File: config.mk
export PLATFORM = sky130hd
export DESIGN_NAME = cache_ctrl
export DESIGN_NICKNAME = d
export VERILOG_FILES = /design/src/cache_geom_pkg.sv /design/src/cache_bus_pkg.sv /design/src/cache_ctrl.sv
export SDC_FILE = /design/constraint.sdc
export NUM_CORES = 1
export LEC_CHECK = 0
export ABC_AREA = 0
export BUFFER_PORTS_ARGS = -buffer_cell sky130_fd_sc_hd__buf_2
export CAP_MARGIN = 40
export CORE_AREA = 2 2 291 293
export DETAILED_ROUTE_END_ITERATION = 10
export DIE_AREA = 0 0 293 295
export PLACE_DENSITY = 0.34
export SLEW_MARGIN = 20
export SYNTH_ARGS = -nofsm -noshare
export SYNTH_HDL_FRONTEND = slang
export SYNTH_SLANG_ARGS = --single-unit
File: constraint.sdc
create_clock -name clk -period 7.8 [get_ports clk]
set_clock_uncertainty 0.05 [all_clocks]
set_input_delay 0.39 -clock clk [delete_from_list [all_inputs] [get_ports clk]]
set_output_delay 0.39 -clock clk [all_outputs]
set_load 0.01 [all_outputs]
File: src/cache_geom_pkg.sv
// cache geometry: address split, line layout and typed vectors for meaningful widths
package cache_geom_pkg;

    localparam int TAG_W    = 20;
    localparam int INDEX_W  = 8;
    localparam int OFFSET_W = 4;
    localparam int BANKS    = 4;
    localparam int WORD_W   = 32;
    localparam int LINE_W   = 128;
    localparam int SETS     = 256;

    // physical tag, addr[31:12]
    typedef logic [TAG_W-1:0]           tag_t;
    // set index, addr[11:4]
    typedef logic [INDEX_W-1:0]         index_t;
    // byte within the line
    typedef logic [OFFSET_W-1:0]        offset_t;
    // word within the line, upper two offset bits
    typedef logic [$clog2(BANKS)-1:0]   bank_t;
    typedef logic [WORD_W-1:0]          word_t;
    typedef logic [WORD_W/8-1:0]        strb_t;
    // bank 0 sits in the low word
    typedef logic [LINE_W-1:0]          line_t;
    typedef logic [TAG_W+INDEX_W+OFFSET_W-1:0] addr_t;
    typedef logic                       way_t;

    // line-aligned address of a set in a given tag
    function automatic addr_t line_addr(tag_t tag, index_t index);
        return {tag, index, {OFFSET_W{1'b0}}};
    endfunction

endpackage

File: src/cache_bus_pkg.sv
// request and command formats on the cpu, memory and internal store buses
package cache_bus_pkg;

    import cache_geom_pkg::*;

    typedef enum logic {
        OP_READ  = 1'b0,
        OP_WRITE = 1'b1
    } cache_op_e;

    // one cpu access
    typedef struct packed {
        cache_op_e op;
        tag_t      tag;
        index_t    index;
        offset_t   offset;
        strb_t     wstrb;
        word_t     wdata;
    } cpu_req_t;

    // whole-line read from memory
    typedef struct packed {
        addr_t addr;
    } mem_rd_req_t;

    // whole-line write-back, data moves in one cycle
    typedef struct packed {
        addr_t addr;
        line_t line;
    } mem_wr_req_t;

    // tag store entry of one way
    typedef struct packed {
        logic valid;
        logic dirty;
        tag_t tag;
    } tag_entry_t;

    // refill update of the tag store
    typedef struct packed {
        way_t   way;
        index_t index;
        tag_t   tag;
        logic   dirty;
    } tag_wr_t;

    // one bank write, hit store or refill beat
    typedef struct packed {
        way_t   way;
        index_t index;
        bank_t  bank;
        strb_t  strb;
        word_t  data;
    } data_wr_t;

endpackage

File: src/cache_ctrl.sv
// cache controller: lookup FSM, request buffer, refill counter, victim LFSR and memory requests
`timescale 1ns/1ns

module cache_ctrl
    import cache_geom_pkg::*;
    import cache_bus_pkg::*;
(
    input  logic             clk,
    input  logic             resetn,
    input  logic             valid,
    input  cpu_req_t         req,
    output logic             addr_ok,
    output logic             data_ok,
    output word_t            rdata,
    input  logic [1:0]       hit,
    input  tag_entry_t [1:0] entry,
    input  line_t [1:0]      line,
    output logic             rd_en,
    output index_t           rd_index,
    output tag_t             cmp_tag,
    output logic             tag_we,
    output tag_wr_t          tag_wr,
    output logic             data_we,
    output data_wr_t         data_wr,
    output logic             dirty_set,
    output logic             rd_req,
    output mem_rd_req_t      rd_req_data,
    input  logic             rd_rdy,
    input  logic             ret_valid,
    input  logic             ret_last,
    input  word_t            ret_data,
    output logic             wr_req,
    output mem_wr_req_t      wr_req_data,
    input  logic             wr_rdy
);

    typedef enum logic [2:0] {IDLE, LOOKUP, MISS, REPLACE, REFILL} state_e;

    state_e     state;
    state_e     state_nxt;
    cpu_req_t   req_q;      // request buffer
    bank_t      beat_cnt;   // refill beats seen
    logic [2:0] lfsr;
    bank_t      req_bank;
    way_t       hit_way;
    way_t       victim;
    logic       cache_hit;
    logic       victim_dirty;
    logic       wr_hit;
    logic       req_beat;
    logic       last_beat;
    word_t      hit_word;
    word_t      fill_word;

    assign addr_ok  = (state == IDLE);  // one request in flight
    assign rd_en    = valid && addr_ok;
    assign rd_index = req.index;
    assign cmp_tag  = req_q.tag;

    always_ff @(posedge clk) begin
        if (rd_en) begin
            req_q <= req;
        end
    end

    assign req_bank     = req_q.offset[OFFSET_W-1:2];
    assign cache_hit    = |hit;
    assign hit_way      = hit[1];
    assign hit_word     = line[hit_way][WORD_W*req_bank +: WORD_W];
    assign wr_hit       = (state == LOOKUP) && cache_hit && (req_q.op == OP_WRITE);
    assign victim       = lfsr[0];
    assign victim_dirty = entry[victim].valid && entry[victim].dirty;
    assign req_beat     = (state == REFILL) && ret_valid && (beat_cnt == req_bank);
    assign last_beat    = (state == REFILL) && ret_valid && ret_last;

    always_ff @(posedge clk) begin
        if (!resetn) begin
            state <= IDLE;
        end else begin
            state <= state_nxt;
        end
    end

    always_comb begin
        state_nxt = state;
        case (state)
            IDLE:    if (rd_en) state_nxt = LOOKUP;
            LOOKUP:  state_nxt = cache_hit ? IDLE : MISS;
            MISS:    if (!victim_dirty || wr_rdy) state_nxt = REPLACE;  // wait for write-back
            REPLACE: if (rd_rdy) state_nxt = REFILL;
            REFILL:  if (last_beat) state_nxt = IDLE;
            default: state_nxt = IDLE;
        endcase
    end

    always_ff @(posedge clk) begin
        if (!resetn) begin
            beat_cnt <= '0;
        end else if ((state == REFILL) && ret_valid) begin
            beat_cnt <= ret_last ? '0 : beat_cnt + 1'b1;
        end
    end

    // steps once per refilled line
    always_ff @(posedge clk) begin
        if (!resetn) begin
            lfsr <= 3'b111;
        end else if (last_beat) begin
            lfsr <= {lfsr[0], lfsr[2] ^ lfsr[0], lfsr[1]};
        end
    end

    // store bytes win over memory data in the requested bank
    always_comb begin
        fill_word = ret_data;
        if ((req_q.op == OP_WRITE) && (beat_cnt == req_bank)) begin
            for (int b = 0; b < WORD_W/8; b++) begin
                if (req_q.wstrb[b]) begin
                    fill_word[8*b +: 8] = req_q.wdata[8*b +: 8];
                end
            end
        end
    end

    always_comb begin
        if (state == REFILL) begin
            data_we = ret_valid;
            data_wr = '{way: victim, index: req_q.index, bank: beat_cnt,
                        strb: '1, data: fill_word};
        end else begin
            data_we = wr_hit && (req_q.wstrb != '0);  // empty strobe stores nothing
            data_wr = '{way: hit_way, index: req_q.index, bank: req_bank,
                        strb: req_q.wstrb, data: req_q.wdata};
        end
    end

    assign dirty_set = wr_hit;
    assign tag_we    = req_beat;
    assign tag_wr    = '{way: victim, index: req_q.index, tag: req_q.tag,
                         dirty: (req_q.op == OP_WRITE)};

    assign data_ok = ((state == LOOKUP) && cache_hit) || req_beat;
    assign rdata   = (state == REFILL) ? ret_data : hit_word;

    assign rd_req           = (state == REPLACE);
    assign rd_req_data.addr = line_addr(req_q.tag, req_q.index);

    // victim line as read during lookup
    assign wr_req           = (state == MISS) && victim_dirty;
    assign wr_req_data.addr = line_addr(entry[victim].tag, req_q.index);
    assign wr_req_data.line = line[victim];

    a_rd_wr_excl : assert property (
        @(posedge clk) disable iff (!resetn)
        !(rd_req && wr_req)
    );

    a_data_ok_busy : assert property (
        @(posedge clk) disable iff (!resetn)
        data_ok |-> (state != IDLE)
    );

endmodule

Word-level counts from Yosys, hierarchy flattened
Index checks and enable logic that the tools add are counted.
{ "classes": {"eq_ne": 9, "addsub": 1, "magnitude_cmp": 2, "n_bitwise": 1, "reduce_logical": 17, "shift": 1, "n_mux": 21} }
{ "ops": {"columns": ["op", "n"], "rows": [
  ["$mux W128", 4],
  ["$shiftx A128 B8 Y32", 1],
  ["$mux W32", 2],
  ["$mux W47", 1],
  ["$mux W22", 2],
  ["$mux W8", 4],
  ["$pmux W3 S5", 1],
  ["$mux W3", 4],
  ["$logic_and A1 B1 Y1", 10],
  ["$eq A3 B2 Y1 const B", 2],
  ["$lt A1 B2 Y1 const B", 2],
  ["$mux W2", 2],
  ["$ne A2 B1 Y1 const B", 2],
  ["$ne A2 B2 Y1 const B", 2],
  ["$reduce_and A4 Y1", 1],
  ["$reduce_bool A4 Y1", 1],
  ["$eq A3 B1 Y1 const B", 1],
  ["$eq A3 B3 Y1 const B", 1],
  ["$logic_not A3 Y1", 1],
  ["$add A2 B1 Y2 const B", 1],
  ["$eq A2 B2 Y1", 1],
  ["$logic_or A1 B1 Y1", 2],
  ["$reduce_or A2 Y1", 1],
  ["$logic_not A1 Y1", 1],
  ["2 further kinds", 2]
]} }
{ "totals": {"elab_cells": 61, "input_bits": 410, "reg_bits": 77, "out_inout_bits": 337} }

Logic depth before layout (Yosys ltp)
{ "depth": {"ltp_word": 7, "mapped_depth": 7, "depth_no_buf": 4} }

Worst setup path before layout
OpenSTA, ideal clock, no wires.
{ "synth_path": {"kind": "register to register", "from": "register state[0]", "to": "register req_q (netlist bit cmp_tag[0]) (enable)", "setup_slack_ns": 4.812, "required_time_ns": 7.315, "setup_time_ns": 0.435, "synth_period_minus_slack_ns": 2.988, "stages_incl_launch_ff": 4, "arrival_ns": 2.503, "path_buffers": 1, "cell_sequence": "dfxtp_1 buf_2 nor3_1 and2_1"} }
{ "synth_via": {"elab_chain_cells": 2} }
{ "synth_lines": {"columns": ["element", "line", "text"], "rows": [
  ["start, declared", "cache_ctrl.sv:39", "state_e state;"],
  ["start signal, assigned", "cache_ctrl.sv:80", "state <= state_nxt;"],
  ["$logic_not A3 Y1", "cache_ctrl.sv:55", "assign addr_ok = (state == IDLE);"],
  ["via addr_ok", "cache_ctrl.sv:12", "output logic addr_ok,"],
  ["$logic_and A1 B1 Y1", "cache_ctrl.sv:56", "assign rd_en = valid && addr_ok;"],
  ["via rd_en", "cache_ctrl.sv:18", "output logic rd_en,"],
  ["end signal, assigned", "cache_ctrl.sv:62", "req_q <= req;"],
  ["end, declared", "cache_ctrl.sv:41", "cpu_req_t req_q;"]
]} }
The timed path passes the listed nets, and every way through them passes these cells.
A chain may end at the register's enable or synchronous reset.

==> run summary <==
Outcome: complete, no violations
Min Hold Slack: 0.122 ns
Worst EP required: 7.36 ns
WS Path Type: reg2out
Number of synthesized flops with an enable pin: 67
CTS tree: built
Min setup slack post-route: 4.21 ns
Vias per cell: 3.34
Core footprint: 83200 sq um
Via Count: 7810
Dpl hpwl: 36300 um
Slowest stage cell on the critical path: edfxtp_1
Initial antenna violation count: 5
Crit-path max FO: 21
Max Freq: 278 MHz
Post-CTS Resized: 0
CP Launch Type: register
Routed wire length: 42400 um
Wire per inst: 18.1 um
Max stage delay on crit path: 0.74 ns
Crit path max-delay family: flip-flops
Ys async rst share: 0%
Pwr dens: 160 nW/um^2
RSZ-0062 raised after global routing: false
Mean Syn Cell Area: 12.1 sq um
CP Capture Type: output pin
Total die area: 86400 sq um
CTS H-Tree Depth: 3
Vias in the first global route: 8141
Synth Register Bits: 75
Peak VDD IR: 0.107 mV
Clk_lat worst skew: 0.38 ns
Final global-route overflow total: 0
Main flop type after synthesis: edfxtp_1
Clock Path Buffers: 2
Die Wd: 293 um
CTS Hold Bufs: 0
Synth top area share: 26.6%
P_leak: 5.46 nW
Fin util: 14.7%
ANT nets after route: 0
DIE HEIGHT: 295 um
Final setup violation count: 0
Clock root cell: clkbuf_16
Commonest non-fill, non-tap cells in the layout: 735 x buf_2, 183 x mux2_2, 67 x edfxtp_1
Sequential share of the synthesized area: 28.1%
DP Worst Slack: 4.44 ns
Largest net degree at the start of global routing: 54
Synth-to-Final Area Change: 58.0%
Worst-margin pin slew: 0.747 ns
Drt pass-1 iters: 4
Buffer and inverter count on the worst path: 2
I/O Pins: 747
Clk slew on worst S/H paths: 0.08 ns
Max Cap Violations: 0
Total GRT Usage: 9.17%
Port Buffers: 736
CTS buffer count: 9
# nets final: 1660
Synth top area cells: mux2_2 27%, edfxtp_1 26%, mux4_2 19%
Final min period: 3.59 ns
Crit-path cells: buf_4 > xnor2_1 > nand2_1 > o21ai_2 > mux2_2 > buf_2
Number of post-CTS setup repair buffers: 0
Mapped Area: 7740 sq um
First-pass GRT wire length: 56400 um
Dpl cells: 2319
Initial Util: 9.31%
Row Count: 106
Initial drt markers: 178
Max-slew headroom: 48.8%
Worst hold path class: in2reg
Setup TNS: 0 ns
Commonest non-fill, non-tap cell in the layout: buf_2
Yosys warns: 0
Share of cells above drive strength 1: 82.1%
Final non-filler cell total: 2339
Clock Sinks: 75
Gpl congestion: 0.817
Final hold viol count: 0
DRC Markers: 0
Synth unique cells: 39
Mapped Cells: 639
Max Transition Viols Final: 0
Fin crit share: 46.1%
Largest area contributor in the netlist: mux2_2
Critical path arrival: 3.15 ns
[where the power goes]
part           leakage (nW)  internal [mW]  switching, mW  total (mW)
logic                  4.61          0.413          0.509       0.923
registers             0.702          0.514         0.0424       0.556
clock network         0.148          0.251          0.221       0.472
total                  5.46           1.18          0.773        1.95
[final timing paths]
path	startpoint	endpoint	slack (ns)	cells past startpoint
max reg2reg	state[0]	req_q[16]	5.49	3
max	req_bank[0]	data_wr[31]	4.21	6
min reg2reg	lfsr[1]	lfsr[0]	0.43	2
min	req[38]	req_bank[0]	0.12	1
[layer usage]
layer,wire length [um],up-vias,global-route usage [%]
li1,-,3565,-
met1,15300,3750,9.38
met2,22800,448,17.6
met3,2720,45,1.97
met4,1560,2,4.32
met5,7,-,0
[state kept, by name (all words and copies together) (netlist names)]
name	cells
req_bank	2
lfsr	3
state	3
tag_wr	1
rd_req_data	8
beat_cnt	2
cmp_tag	20
req_q	36
[metrics by stage]
stage               power [mW]  instance area, sq um
finish                    1.95                 12200
detailed placement        1.52                 11900
global placement          1.52                 11800
global route              2.09                 12200
floorplan                 1.11                  7770
CTS                       2.03                 12200
[cell usage after synthesis, types with 2 or more instances]
| master | count |
|---|---|
| a21oi_1 | 3 |
| buf_1 | 3 |
| buf_2 | 16 |
| buf_4 | 114 |
| clkbuf_1 | 22 |
| dfxtp_1 | 8 |
| edfxtp_1 | 67 |
| inv_1 | 3 |
| mux2_2 | 183 |
| mux2i_1 | 35 |
| mux4_2 | 64 |
| nand2_1 | 44 |
| nand3_1 | 2 |
| nand3b_1 | 2 |
| nor2_1 | 5 |
| nor3_1 | 4 |
| o21ai_0 | 33 |
| o21ai_2 | 4 |
| or2_2 | 5 |
| xnor2_1 | 3 |
[kinds of logic after synthesis]
logic type | Yosys count | synth area share, %
AOI/OAI and AO/OA | 48 | 3.73
xor gates and xnor gates | 3 | 0.340
buffers and inverters | 160 | 13.7
DFF | 75 | 28.1
muxes | 282 | 49.8
other | 1 | 0.0485
and+or+nand+nor | 70 | 4.38
[layout make-up]
| type | instances | area [sq um] |
|---|---|---|
| multi-input cells | 411 | 4540 |
| flip-flops and latches | 75 | 2180 |
| well taps | 1080 | 1350 |
| fillers | 9490 | 70900 |
| clock inverters | 7 | 76.3 |
| diodes | 4 | 10.0 |
| clock buffers | 9 | 225 |
| repair buffers | 750 | 3840 |
| inverters | 3 | 11.3 |
Power figures use the tool's default switching activity.
